**src/hdl/capture_pkg.sv**
```systemverilog
package capture_pkg;

    ////////////////////
    // Data widths
    ////////////////////

    typedef logic [15:0] sample_t;      // One GTP receive sample
    typedef logic [31:0] word_t;        // Memory and bus word, two samples
    typedef logic [3:0]  sel_t;         // Wishbone byte lanes, bit 0 is [7:0]
    typedef logic [8:0]  bus_addr_t;    // Word address on the bus

    // The bus map always spans 512 words
    // Smaller buffers alias into it through the low address bits

    ////////////////////
    // Packer FSM
    ////////////////////

    typedef enum logic [1:0] {
        idle,       // After reset, waiting for the first run edge
        capture,    // Pairing samples into words
        done        // Buffer full, samples dropped until re-arm
    } packer_state_t;

    ////////////////////
    // Sizes
    ////////////////////

    // Capture words per run, twice as many samples
    localparam int DEFAULT_DEPTH = 256;

endpackage

```
**src/hdl/capture_stream_if.sv**
```systemverilog
`timescale 1ns/1ps

interface capture_stream_if;
    import capture_pkg::*;

    logic  valid;   // Packed word waiting on data
    logic  ready;   // Buffer write port free this cycle
    word_t data;    // {second sample, first sample}
    logic  last;    // Word closes the capture

    // A word moves on an edge with valid and ready both high
    // data and last stay put from valid until the transfer
    // last high with valid low is the arm marker, the next word goes to address 0

    modport src (
        output valid,
        output data,
        output last,
        input  ready
    );

    modport dst (
        input  valid,
        input  data,
        input  last,
        output ready
    );

endinterface

```
**src/hdl/sample_packer.sv**
```systemverilog
`timescale 1ns/1ps

module sample_packer #(
    parameter int DEPTH = capture_pkg::DEFAULT_DEPTH
) (
    input  logic                 gtp_clk,
    input  logic                 reset,
    input  logic                 cntrl_run,
    input  capture_pkg::sample_t gtp_dat,
    input  logic                 gtp_vld,
    capture_stream_if.src        out_stream
);
    import capture_pkg::*;

    localparam int CNT_W = $clog2(DEPTH);   // Word counter width

    logic             run_meta;     // First synchronizer flop
    logic             run_sync;     // Second synchronizer flop
    logic             run_prev;     // History for the edge detect
    logic             arm;          // Accepted rising edge of cntrl_run
    packer_state_t    state;
    sample_t          half;         // Even sample waiting for its partner
    logic             have_half;    // half holds a sample
    logic [CNT_W-1:0] word_cnt;     // Words emitted in this capture
    logic             last_q;       // Emitted word is the final one
    logic             take;         // Sample accepted this cycle
    logic             word_end;     // Accepted sample completes a pair

    ////////////////////
    // Run edge
    ////////////////////

    // cntrl_run is written by software, so it is synchronized first
    always_ff @(posedge gtp_clk) begin
        if (reset) begin
            run_meta <= 1'b0;
            run_sync <= 1'b0;
            run_prev <= 1'b0;
        end else begin
            run_meta <= cntrl_run;
            run_sync <= run_meta;
            run_prev <= run_sync;
        end
    end

    // Edges inside a capture are ignored
    // A word still waiting for ready also blocks arming for that cycle
    assign arm = run_sync && !run_prev && (state != capture) && !out_stream.valid;

    ////////////////////
    // Pairing FSM
    ////////////////////

    assign take     = (state == capture) && gtp_vld;
    assign word_end = take && have_half;

    always_ff @(posedge gtp_clk) begin
        if (reset) begin
            state            <= idle;
            have_half        <= 1'b0;
            word_cnt         <= '0;
            last_q           <= 1'b0;
            out_stream.valid <= 1'b0;
        end else begin
            if (out_stream.valid && out_stream.ready) begin
                out_stream.valid <= 1'b0;       // Buffer took the word
            end
            if (arm) begin
                state     <= capture;
                have_half <= 1'b0;              // Drop any stale half-word
                word_cnt  <= '0;
                last_q    <= 1'b0;
            end else if (take) begin
                have_half <= !have_half;
                if (word_end) begin
                    out_stream.valid <= 1'b1;   // Set wins over the clear above
                    last_q           <= (word_cnt == CNT_W'(DEPTH - 1));
                    word_cnt         <= word_cnt + 1'b1;
                    if (word_cnt == CNT_W'(DEPTH - 1)) begin
                        state <= done;          // Later samples are ignored
                    end
                end
            end
        end
    end

    // Payload registers
    always_ff @(posedge gtp_clk) begin
        if (word_end) begin
            out_stream.data <= {gtp_dat, half};     // Low sample first
        end else if (take) begin
            half <= gtp_dat;
        end
    end

    // Arm rides on last while valid is low
    // The final word flags last only while it waits for the transfer
    assign out_stream.last = (last_q && out_stream.valid) || arm;

endmodule

```
**src/flat_wrapper.sv**
```systemverilog
// flat-port wrapper written by rule: the top's interface ports become plain ports
module sample_packer_flat import capture_pkg::*;
#(
    parameter int DEPTH = capture_pkg::DEFAULT_DEPTH
)
  (gtp_clk, reset, cntrl_run, gtp_dat, gtp_vld, out_stream_valid, out_stream_data, out_stream_last, out_stream_ready);
  capture_stream_if out_stream_i ();
  input  logic gtp_clk;
  input  logic reset;
  input  logic cntrl_run;
  input  capture_pkg::sample_t gtp_dat;
  input  logic gtp_vld;
  output wire logic [$bits(out_stream_i.valid)-1:0] out_stream_valid;
  output wire logic [$bits(out_stream_i.data)-1:0] out_stream_data;
  output wire logic [$bits(out_stream_i.last)-1:0] out_stream_last;
  input wire logic [$bits(out_stream_i.ready)-1:0] out_stream_ready;
  assign out_stream_valid = out_stream_i.valid;
  assign out_stream_data = out_stream_i.data;
  assign out_stream_last = out_stream_i.last;
  assign out_stream_i.ready = out_stream_ready;
  sample_packer #(.DEPTH(DEPTH)) u_core (.gtp_clk(gtp_clk), .reset(reset), .cntrl_run(cntrl_run), .gtp_dat(gtp_dat), .gtp_vld(gtp_vld), .out_stream(out_stream_i));
endmodule
```
**config.mk**
```make
export PLATFORM = sky130hd
export DESIGN_NAME = sample_packer_flat
export DESIGN_NICKNAME = d
export VERILOG_FILES = /design/src/hdl/capture_pkg.sv /design/src/hdl/capture_stream_if.sv /design/src/hdl/sample_packer.sv /design/src/flat_wrapper.sv
export SDC_FILE = /design/constraint.sdc
export NUM_CORES = 1
export LEC_CHECK = 0
export BUFFER_PORTS_ARGS = -buffer_cell sky130_fd_sc_hd__buf_2
export CAP_MARGIN = 5
export CORE_ASPECT_RATIO = 1.2
export CORE_MARGIN = 4
export CORE_UTILIZATION = 55
export DETAILED_ROUTE_END_ITERATION = 10
export GPL_ROUTABILITY_DRIVEN = 0
export PLACE_DENSITY = 0.82
export SKIP_LAST_GASP = 1
export SYNTH_ARGS = -nofsm -noshare
export SYNTH_HDL_FRONTEND = slang
export SYNTH_SLANG_ARGS = --single-unit
```
**constraint.sdc**
```tcl
create_clock -name gtp_clk -period 5.1 [get_ports gtp_clk]
set_input_delay 0.255 -clock gtp_clk [delete_from_list [all_inputs] [get_ports gtp_clk]]
set_output_delay 0.255 -clock gtp_clk [all_outputs]
set_load 0.005 [all_outputs]
```
==> flow_metrics.env <==
export IMPL_timing_fmax_ghz=0.5005
export IMPL_timing_rr_start="u_core.state[0]"
export IMPL_start_util_pct=57.89
export IMPL_cts_buffers=9
export IMPL_core_um2=3694
export IMPL_dpl_hpwl_um=2413
export IMPL_synthTopCellsByArea="edfxtp_1, dfxtp_1, a21oi_1, nor2b_1, o21ai_0"
export IMPL_regArea_um2=1762
export IMPL_synth_top_cell_area_share_pct=67.41
export IMPL_setup_worst_path_class="register to register"
export IMPL_diodes=0
export IMPL_tightest_slew_ps=1142
export IMPL_routed_top_layer="met4"
export IMPL_start_kind="register"
export IMPL_cts_max_path_buffers=2
export IMPL_multiInputGateArea_um2=352.8
export IMPL_via_count=1230
export IMPL_hold_path_class="primary input to register"
export IMPL_finalPower_mw=1.016
export IMPL_drc_errors=0
export IMPL_reg2reg_depth=2
export IMPL_dp_slack_ps=3102
export IMPL_synth_warnings=0
export IMPL_mostFrequentLayoutCells="buf_2, edfxtp_1, dfxtp_1"
export IMPL_final_common_cell="buf_2"
export IMPL_syn_to_final_growth_pct=24.81
export IMPL_whs_ps=120.2
export IMPL_cellPowerDensity_nw_per_um2=380.6
export IMPL_hold_depth=1
export IMPL_fin_crit_sh_pct=39.18
export IMPL_wl_met1_um=1363
export IMPL_drive_above_1_share_pct=38.74
export IMPL_setup_tns_ps=0
export IMPL_min_period_ps=1998
export IMPL_io_pins=55
export IMPL_syn_area_per_cell_um2=17.38
export IMPL_ys_seq_area_share_pct=82.39
export IMPL_grt_start_max_net_pins=33
export IMPL_detail_route_vias_per_cell=5.062
export IMPL_wl_met3_um=231
export IMPL_hold_viol_final=0
export IMPL_post_cts_buffers=0
export IMPL_maxSlewHeadroom_pct=23.75
export IMPL_ant_nets=0
export IMPL_fin_worst_skew_ps=3.998
export IMPL_nFillCells=241
export IMPL_routed_wl_um=3401
export IMPL_maxSlewViolCount=0
export IMPL_fp_dieW_um=64.92
export IMPL_min_to="u_core.half[3]"
export IMPL_grt_pass1_vias=1253
export IMPL_post_cts_resized=0
export IMPL_port_buffers=54
export IMPL_synth_area_um2=2138
export IMPL_die_area_um2=4954
export IMPL_ys_ff_latch=64
export IMPL_rows=24
export IMPL_end_kind="register"
export IMPL_rsz0062_at_grt="false"
export IMPL_cts_tree="built"
export IMPL_min_from="gtp_dat[3]"
export IMPL_worst_slack_ps=3102
export IMPL_cts_sinks=64
export IMPL_path_max_fanout=32
export IMPL_antenna_found_initial=0
export IMPL_setup_viol=0
export IMPL_grt_use_total_pct=14.74
export IMPL_timing_rr_end="u_core.out_stream.data[31]"
export IMPL_reg2reg_setup_slack_ps=3100
export IMPL_required_ps=5040
export IMPL_clock_latency_ps=320
export IMPL_grt_pass1_wl_um=5354
export IMPL_run_status="complete, no violations"
export IMPL_synth_top_area_cell="edfxtp_1"
export IMPL_ctsHoldBuffers=0
export IMPL_htree_levels=3
export IMPL_peakVddDrop_mv=0.2998
export IMPL_wl_met2_um=1722
export IMPL_dr_first_iter_drc_count=57
export IMPL_clk_pin_slew_ps=60
export IMPL_grt_overflow=0
export IMPL_firstDrtPassIters=5
export IMPL_p_leak_nw=1.007
export IMPL_nNetsFinal=209
export IMPL_synth_cell_types=26
export IMPL_critPathArrivalTime_ps=1930
export IMPL_clock_root_buffer="clkbuf_8"
export IMPL_synth_cells=123
export IMPL_wire_per_inst_um=14.00
export IMPL_cap_violations=0
export IMPL_dieHeight_um=76.31
export IMPL_synth_nets=145
## worst max path at each step
stage / slack [ps] / start / cells past startpoint / to
floorplan: 3340 / u_core.state[0] / 3 / u_core.out_stream.data[0]
global placement: 3210 / u_core.state[0] / 2 / u_core.out_stream.data[29]
detailed placement: 3100 / u_core.state[0] / 2 / u_core.out_stream.data[7]
CTS: 3090 / u_core.state[0] / 2 / u_core.out_stream.data[12]
global route: 2930 / u_core.state[0] / 2 / u_core.out_stream.data[25]
finish: 3100 / u_core.state[0] / 2 / u_core.out_stream.data[31]
## synthesized netlist by cell type (all sizes together)
library cell   n
edfxtp        48
dfxtp         16
a21oi          9
nand2          6
nor2           5
nor2b          5
o21ai          5
or3            4
inv            3
o31ai          3
buf            2
mux2i          2
nand3          2
or4            2
xor2           2
ha             1
nand2b         1
nand3b         1
nand4          1
nand4b         1
nor4           1
o21bai         1
or2            1
or3b           1
## cells by family (layout without fill, tap and decap cells)
group                      after synthesis  after routing  synth area share, %
and+or+nand+nor                         31             31                9.129
buffers and inverters                    5             73                1.112
xor gates and xnor gates                 2              2               0.8193
AOI/OAI and AO/OA                       18             18                5.032
adders and majority gates                1              1               0.5850
DFF                                     64             64                82.39
muxes                                    2              2               0.9363
## per-layer routing
layer,GRT usage (%),vias to the layer above
met1,14.69,580
met4,8.879,0
met5,0,-
li1,-,592
met2,25.18,50
met3,5.752,8
## critical path: stages, from the launching register on
cell	delay [ps]
dfxtp_1	420
nand4b_4	270
inv_1	910
## area by class of cell
class,instances,area share (%)
tap,52,2.438
sequential,64,66.01
multi-input combinational,54,13.22
inverter,3,0.4219
clock inverter,5,2.719
timing repair buffer,55,10.41
clock buffer,10,4.782
## through the flow
step / instance area (um^2) / util (%) / std cells
6_report: 2669 / 72.26 / 243
3_3_place_gp: 2469 / 66.84 / 228
2_1_floorplan: 2138 / - / 123
4_1_cts: 2669 / 72.26 / 243
3_5_place_dp: 2469 / 66.84 / 228
5_1_grt: 2669 / 72.26 / 243
## sequential cells by signal, indices dropped and copies added, names as in the netlist
signal                   cells
u_core.half                 16
u_core.have_half             1
u_core.last_q                1
u_core.out_stream.data      32
u_core.out_stream.valid      1
u_core.run_meta              1
u_core.run_prev              1
u_core.run_sync              1
u_core.state                 2
u_core.word_cnt              8
## report_power, final
group	switching (mW)	internal (mW)	leakage, nW	total (mW)
clock network	0.163	0.268	0.101	0.431
registers	0.00204	0.563	0.562	0.565
logic	0.0108	0.00874	0.344	0.0195
total	0.176	0.840	1.01	1.02
Note: power is estimated with default switching activity, not from simulation.
