File: config.mk
export PLATFORM = sky130hd
export DESIGN_NAME = wb_readout_flat
export DESIGN_NICKNAME = d
export VERILOG_FILES = /design/src/hdl/capture_pkg.sv /design/src/hdl/capture_mem_if.sv /design/src/hdl/wb_readout.sv /design/src/flat_wrapper.sv
export SDC_FILE = /design/constraint.sdc
export NUM_CORES = 1
export LEC_CHECK = 0
export BUFFER_PORTS_ARGS = -buffer_cell sky130_fd_sc_hd__buf_2
export CORE_AREA = 2 2 62 64
export DETAILED_ROUTE_END_ITERATION = 7
export DIE_AREA = 0 0 64 66
export PLACE_DENSITY = 0.76
export SLEW_MARGIN = 30
export SYNTH_ARGS = -nofsm -noshare
export SYNTH_HDL_FRONTEND = slang
export SYNTH_SLANG_ARGS = --single-unit
File: constraint.sdc
create_clock -name gtp_clk -period 0.8 [get_ports gtp_clk]
set_input_delay 0.08 -clock gtp_clk [delete_from_list [all_inputs] [get_ports gtp_clk]]
set_output_delay 0.08 -clock gtp_clk [all_outputs]
set_load 0.01 [all_outputs]
File: src/hdl/capture_pkg.sv
package capture_pkg;

    ////////////////////
    // Data widths
    ////////////////////

    typedef logic [15:0] sample_t;      // One GTP receive sample
    typedef logic [31:0] word_t;        // Memory and bus word, two samples
    typedef logic [3:0]  sel_t;         // Wishbone byte lanes, bit 0 is [7:0]
    typedef logic [8:0]  bus_addr_t;    // Word address on the bus

    // The bus map always spans 512 words
    // Smaller buffers alias into it through the low address bits

    ////////////////////
    // Packer FSM
    ////////////////////

    typedef enum logic [1:0] {
        idle,       // After reset, waiting for the first run edge
        capture,    // Pairing samples into words
        done        // Buffer full, samples dropped until re-arm
    } packer_state_t;

    ////////////////////
    // Sizes
    ////////////////////

    // Capture words per run, twice as many samples
    localparam int DEFAULT_DEPTH = 256;

endpackage

File: src/hdl/capture_mem_if.sv
`timescale 1ns/1ps

interface capture_mem_if;
    import capture_pkg::*;

    bus_addr_t addr;    // Word address from the bus
    logic      we;      // Write strobe, one cycle per access
    sel_t      sel;     // Byte lanes to write
    word_t     wdata;   // Write data
    word_t     rdata;   // Registered read data, valid with ack
    logic      busy;    // Access seen this cycle, loads rdata

    // we never rises without busy
    // The memory side gives the write port to we and holds the stream back

    modport bus (
        output addr,
        output we,
        output sel,
        output wdata,
        output busy,
        input  rdata
    );

    modport mem (
        input  addr,
        input  we,
        input  sel,
        input  wdata,
        input  busy,
        output rdata
    );

endinterface

File: src/hdl/wb_readout.sv
`timescale 1ns/1ps

module wb_readout (
    input  logic                   gtp_clk,
    input  logic                   reset,
    input  capture_pkg::bus_addr_t wb_adr,
    input  capture_pkg::word_t     wb_dat_i,
    input  capture_pkg::sel_t      wb_sel,
    input  logic                   wb_we,
    input  logic                   wb_stb,
    input  logic                   wb_cyc,
    output logic                   wb_ack,
    output capture_pkg::word_t     wb_dat_o,
    capture_mem_if.bus             mem
);

    logic req;  // New access seen this cycle

    ////////////////////
    // Handshake
    ////////////////////

    // Ack drops for one cycle after each access,
    // so a held stb starts a fresh access every other cycle
    assign req = wb_cyc && wb_stb && !wb_ack;

    always_ff @(posedge gtp_clk) begin
        if (reset) begin
            wb_ack <= 1'b0;
        end else begin
            wb_ack <= req;
        end
    end

    ////////////////////
    // Memory side
    ////////////////////

    assign mem.busy  = req;             // Loads rdata for the ack cycle
    assign mem.addr  = wb_adr;
    assign mem.we    = req && wb_we;    // Exactly one write per access
    assign mem.sel   = wb_sel;
    assign mem.wdata = wb_dat_i;

    // Data bus is quiet outside ack
    assign wb_dat_o = wb_ack ? mem.rdata : '0;

endmodule

File: src/flat_wrapper.sv
// flat-port wrapper written by rule: the top's interface ports become plain ports
module wb_readout_flat 
  (gtp_clk, reset, wb_adr, wb_dat_i, wb_sel, wb_we, wb_stb, wb_cyc, wb_ack, wb_dat_o, mem_addr, mem_we, mem_sel, mem_wdata, mem_busy, mem_rdata);
  capture_mem_if mem_i ();
  input  logic gtp_clk;
  input  logic reset;
  input  capture_pkg::bus_addr_t wb_adr;
  input  capture_pkg::word_t wb_dat_i;
  input  capture_pkg::sel_t wb_sel;
  input  logic wb_we;
  input  logic wb_stb;
  input  logic wb_cyc;
  output logic wb_ack;
  output capture_pkg::word_t wb_dat_o;
  output wire logic [$bits(mem_i.addr)-1:0] mem_addr;
  output wire logic [$bits(mem_i.we)-1:0] mem_we;
  output wire logic [$bits(mem_i.sel)-1:0] mem_sel;
  output wire logic [$bits(mem_i.wdata)-1:0] mem_wdata;
  output wire logic [$bits(mem_i.busy)-1:0] mem_busy;
  input wire logic [$bits(mem_i.rdata)-1:0] mem_rdata;
  assign mem_addr = mem_i.addr;
  assign mem_we = mem_i.we;
  assign mem_sel = mem_i.sel;
  assign mem_wdata = mem_i.wdata;
  assign mem_busy = mem_i.busy;
  assign mem_i.rdata = mem_rdata;
  wb_readout u_core (.gtp_clk(gtp_clk), .reset(reset), .wb_adr(wb_adr), .wb_dat_i(wb_dat_i), .wb_sel(wb_sel), .wb_we(wb_we), .wb_stb(wb_stb), .wb_cyc(wb_cyc), .wb_ack(wb_ack), .wb_dat_o(wb_dat_o), .mem(mem_i));
endmodule
==> results of run 1 <==
-- cell usage in the layout (no fill, tap or decap), drive strengths merged --
master / instances
buf: 73
and2: 32
and3b: 1
and4b: 1
and4bb: 1
dfxtp: 1
-- final timing paths --
kind / end / slack (ns) / cells after the start / start
max: mem_we / -0.08 / 3 / u_core.wb_ack
min: mem_addr[5] / 0.16 / 0 / wb_adr[5]
max reg2reg: u_core.wb_ack / 0.03 / 2 / u_core.wb_ack
min reg2reg: u_core.wb_ack / 0.70 / 2 / u_core.wb_ack
-- cell usage after synthesis, drive strengths merged --
master / count / share of area, %
and2: 32 / 37
and3b: 1 / 1.5
and4b: 1 / 1.7
and4bb: 1 / 1.9
buf: 45 / 52
clkbuf: 3 / 2.3
dfxtp: 1 / 3.1
-- where the power goes --
| part | switching (mW) | internal [mW] |
|---|---|---|
| logic | 0.0958 | 0.180 |
| registers | 0.00250 | 0.0534 |
| clock network | 0 | 0 |
-- layout make-up --
class | instances | area, um^2 | share of cell area [%]
repair buffers | 73 | 562 | 61.3
flip-flops and latches | 1 | 21.3 | 2.32
well taps | 48 | 60.1 | 6.55
multi-input cells | 35 | 274 | 29.9
-- cell families after synthesis --
group / Yosys count
buf+inv: 48
simple gates: 35
flops: 1
-- what timing repair did --
item                       4_1_cts  5_1_grt
setup endpoints to repair       34       35
hold buffers                     0        0
resized for setup               29        0
-- routing by layer --
metal | part of all wire, % | vias up | GRT usage [%]
met1 | 30 | 247 | 6.41
met2 | 48 | 46 | 15.2
met4 | 9.1 | 0 | 7.34
met5 | 0 | - | 0
li1 | - | 261 | -
met3 | 13 | 32 | 1.53
-- critical path: stages (launching register included) --
cell and delay [ns]:
dfxtp_2 0.32, buf_6 0.11, and4b_2 0.27, buf_6 0.10
-- stage by stage --
stage | power (mW) | cell area [um^2] | setup TNS (ns)
floorplan | 0.372 | 648 | 0
global placement | 0.276 | 738 | -1.57
detailed placement | 0.282 | 738 | -1.88
CTS | 0.337 | 917 | -1.92
global route | 0.355 | 917 | -3.10
finish | 0.332 | 917 | -1.69
==> results by group, run 1 <==
STA
  – Min Tclk post-route: 0.876 ns
  – Final setup viols: 34
  – Fin Clk Skew: 0 ns
  – RSZ-0062 raised after global routing: true
  – Max frequency: 1.14 GHz
  – Final hold viol count: 0
  – Slew HR: 92.8%
  – Worst slew pin tran: 0.108 ns
  – Final Slew Violations: 0
  – Setup ws final: -0.0760 ns
  – Crit share post-route: 109%
  – Hold WS: 0.160 ns

GRT
  – Grt total ovfl: 0
  – Largest net degree at the start of global routing: 34
  – All-Layer GR Usage: 7.78%
  – Initial antenna violation count: 0
  – Vias in the first global route: 579
  – Global-route wire length before repair: 2.61 mm

Routing
  – Initial DRC Count: 8
  – Post-DRT Antenna Nets: 0
  – Drt wl/cell: 12.3 um
  – Total Wirelength: 1.93 mm
  – # DRC: 0
  – Via density: 3.73
  – Pre-Repair DR Iteration Count: 2
  – Via count: 586

Final layout
  – Largest register FFs: 1
  – Ant. Diodes: 0
  – Share of layout cells above drive strength 1: 100%
  – Area growth syn-to-layout: 41.8%
  – Core Util, Final: 25.8%
  – Regs by FF count: u_core.wb_ack (1)
  – Final net count: 193
  – Reg with most FFs: u_core.wb_ack
  – Fill count: 382
  – Final non-filler cell total: 157

Critical path
  – Worst Path Arrival: 0.80 ns
  – Startpoint class of the critical path: register
  – Critical Path RT: 0.72 ns
  – CP endpoint kind: output pin
  – Highest net fanout along the worst path: 3
  – WS Path Type: register to output pin

Clock tree
  – Setup bufs post-CTS: 0
  – Reg clk slew, reported paths: 0 ns
  – Latest clock arrival within the worst-skew pair: 0 ns

Synthesis
  – Compound-cell area share of the yosys netlist: 0%
  – Seq/Total Area, Yosys: 3.09%
  – Avg Cell Area, Syn: 7.70 um^2
  – Syn. warnings: 0
  – Xor-xnor portion of the synthesized cell area: 0%
  – Synth Area in Adders: 0%
  – Flops & latches, synth: 1
  – Synth Area in Simple Gates: 42.4%
  – Largest family of logic cells by synthesized area: buffers and inverters
  – Cells after Synth: 84
  – Cell area after synthesis: 647 um^2
  – Multiplexer share of the synthesized area: 0%
  – Post-Syn Nets: 166
  – Post-synthesis cell type count: 7

Die
  – Cell Rows: 22
  – Io pins: 162
  – Core area: 0.00355 mm^2
  – Height of the die: 66 um
  – Die outline width: 64 um
  – Die ar.: 0.00422 mm^2
  – Initial core utilization: 18.2%

Min path
  – Worst hold path class: input port to output pin

Place
  – Pre-CTS setup slack: -0.108 ns
  – Gpl congestion: 0.591
  – Inst Count DP: 157
  – Port buffer count: 71

Pwr
  – PD cells: 362 mW/mm^2
  – Maximum vdd drop: 0.000290 V
  – Leak: 0.507 nW

Outcome
  – Failing checks: negative setup slack
  – Outcome: finished, violations left

Flow run
  – Max Cap Violations: 0
Note: power is estimated with default switching activity, not from simulation.
==> inputs of run 2 (changes only) <==
--- a/config.mk
+++ b/config.mk
@@ -9,7 +9,7 @@
 export CORE_AREA = 2 2 62 64
 export DETAILED_ROUTE_END_ITERATION = 7
 export DIE_AREA = 0 0 64 66
-export PLACE_DENSITY = 0.76
+export PLACE_DENSITY = 0.82
 export SLEW_MARGIN = 30
 export SYNTH_ARGS = -nofsm -noshare
 export SYNTH_HDL_FRONTEND = slang
==> results by group, run 2 (synthesis gave the netlist of run 1 again) <==
Critical path
  – WS Path Type: register to output pin
  – R2r setup slk: 0.10 ns
  – Reg2reg end: u_core.wb_ack
  – Worst path bufs/invs: 2
  – Critical Path Start: u_core.wb_ack
  – Critical Path RT: 0.72 ns
  – Worst path cell trace: buf_4 -> and2_2 -> buf_2
  – CP max stage cell: dfxtp_2
  – RR Startpoint: u_core.wb_ack
  – CP endpoint kind: output pin
  – R2R cell count: 1
  – Worst Path Arrival: 0.78 ns
  – Startpoint class of the critical path: register
  – Highest net fanout along the worst path: 10
  – Crit path max-delay family: flip-flops
  – Critical path's largest stage delay: 0.32 ns

Pwr
  – Combinational Power Share: 80.1%
  – Int Pwr: 0.197 mW
  – Switch share: 30.7%
  – Seq pwr share: 19.9%
  – Net Switching: 0.0872 mW
  – Final Total Pwr: 0.284 mW
  – Clock power share: 0%
  – PD cells: 369 mW/mm^2
  – Leak: 0.490 nW
  – Maximum vdd drop: 0.000313 V

Routing
  – Initial DRC Count: 5
  – Post-DRT Antenna Nets: 0
  – # DRC: 0
  – Total Wirelength: 1.74 mm
  – Pre-Repair DR Iteration Count: 2
  – Via density: 3.53
  – Via count: 554
  – Drt wl/cell: 11.1 um

STA
  – Setup ws final: -0.0583 ns
  – Crit share post-route: 107%
  – Final setup viols: 32
  – Final Slew Violations: 0
  – Min Tclk post-route: 0.858 ns
  – Slew HR: 92.9%
  – Final hold viol count: 0
  – Max frequency: 1.17 GHz
  – RSZ-0062 raised after global routing: true
  – Worst slew pin tran: 0.107 ns
  – Fin Clk Skew: 0 ns
  – Total negative slack: -1.50 ns

Final layout
  – Final net count: 193
  – Largest register FFs: 1
  – Fill count: 383
  – Area occupied by multi-input gates: 275 um^2
  – Regs by FF count: u_core.wb_ack (1)
  – Share of layout cells above drive strength 1: 100%
  – Core Util, Final: 21.7%
  – Reg with most FFs: u_core.wb_ack
  – Design area: 771 um^2
  – Area growth syn-to-layout: 19.1%
  – Seq. cell area: 21.3 um^2
  – Most frequent cells in the layout: 66 x buf_2, 31 x and2_2, 5 x buf_6
  – Ant. Diodes: 0
  – Leading cell type in the layout, fill and taps excluded: buf_2

Die
  – Cell Rows: 22
  – Initial core utilization: 18.2%
  – Die ar.: 0.00422 mm^2
  – Io pins: 162
  – Die outline width: 64 um
  – Core area: 0.00355 mm^2
  – Height of the die: 66 um

GRT
  – Initial antenna violation count: 0
  – Largest net degree at the start of global routing: 24
  – All-Layer GR Usage: 6.77%
  – Vias in the first global route: 476
  – Grt total ovfl: 0
  – Global-route wire length before repair: 2.30 mm

Min path
  – Hold Startpoint: wb_adr[5]
  – Hold Path Cell Cnt: 0
  – Hold path endpoint: mem_addr[5]
  – Worst hold path class: input port to output pin

Clock tree
  – Latest clock arrival within the worst-skew pair: 0 ns
  – Reg clk slew, reported paths: 0 ns
  – Cts hold-fix bufs: 0

Flow run
  – Max Cap Violations: 0

Outcome
  – Failing checks: negative setup slack
  – Outcome: finished, violations left

Place
  – Gpl congestion: 0.615
  – Port buffer count: 71
  – Placed instance area: 738 um^2
[run 2: cell counts in the layout (fill, tap and decap cells not counted)]
No cell type changed its count.
[run 2: per-layer routing]
layer  track usage (%)  up-vias  part of all wire [%]
met5                 0        -                     0
met4              9.24        0                    13
met3              2.04       34                    16
met2              10.3       44                    41
met1              6.41      215                    31
li1                  -      261                     -
[run 2: power groups by stage]
stage	combinational, mW	clock (mW)	sequential, mW
CTS	0.232	0	0.0566
floorplan	0.314	0	0.0572
detailed placement	0.223	0	0.0566
global route	0.252	0	0.0568
global placement	0.220	0	0.0562
finish	0.228	0	0.0565
[run 2: stage by stage]
step           std cells  hold slack (ns)  worst slack (ns)
3_5_place_dp         157            0.160           -0.0810
4_1_cts              157            0.160           -0.0722
2_1_floorplan         84            0.252            0.0156
3_3_place_gp         157            0.160           -0.0606
5_1_grt              157            0.160           -0.0884
6_report             157            0.160           -0.0583
[run 2: how the worst max path moves through the flow]
stage,end,slack (ns),depth (start not counted)
2_1_floorplan,wb_dat_o[0],0.02,2
5_1_grt,wb_dat_o[26],-0.09,3
3_5_place_dp,wb_dat_o[28],-0.08,3
6_report,wb_dat_o[29],-0.06,3
3_3_place_gp,wb_dat_o[28],-0.06,3
4_1_cts,wb_dat_o[28],-0.07,3
[run 2: cell type report]
class / count / area share [%]
well taps: 48 / 7.79
flip-flops and latches: 1 / 2.76
multi-input cells: 35 / 35.7
repair buffers: 73 / 53.7
[run 2: timing repair]
item,in CTS,in global routing
hold endpoints to repair,0,0
endpoints found under the setup margin,32,34
resized for setup,5,1
setup buffers,0,0
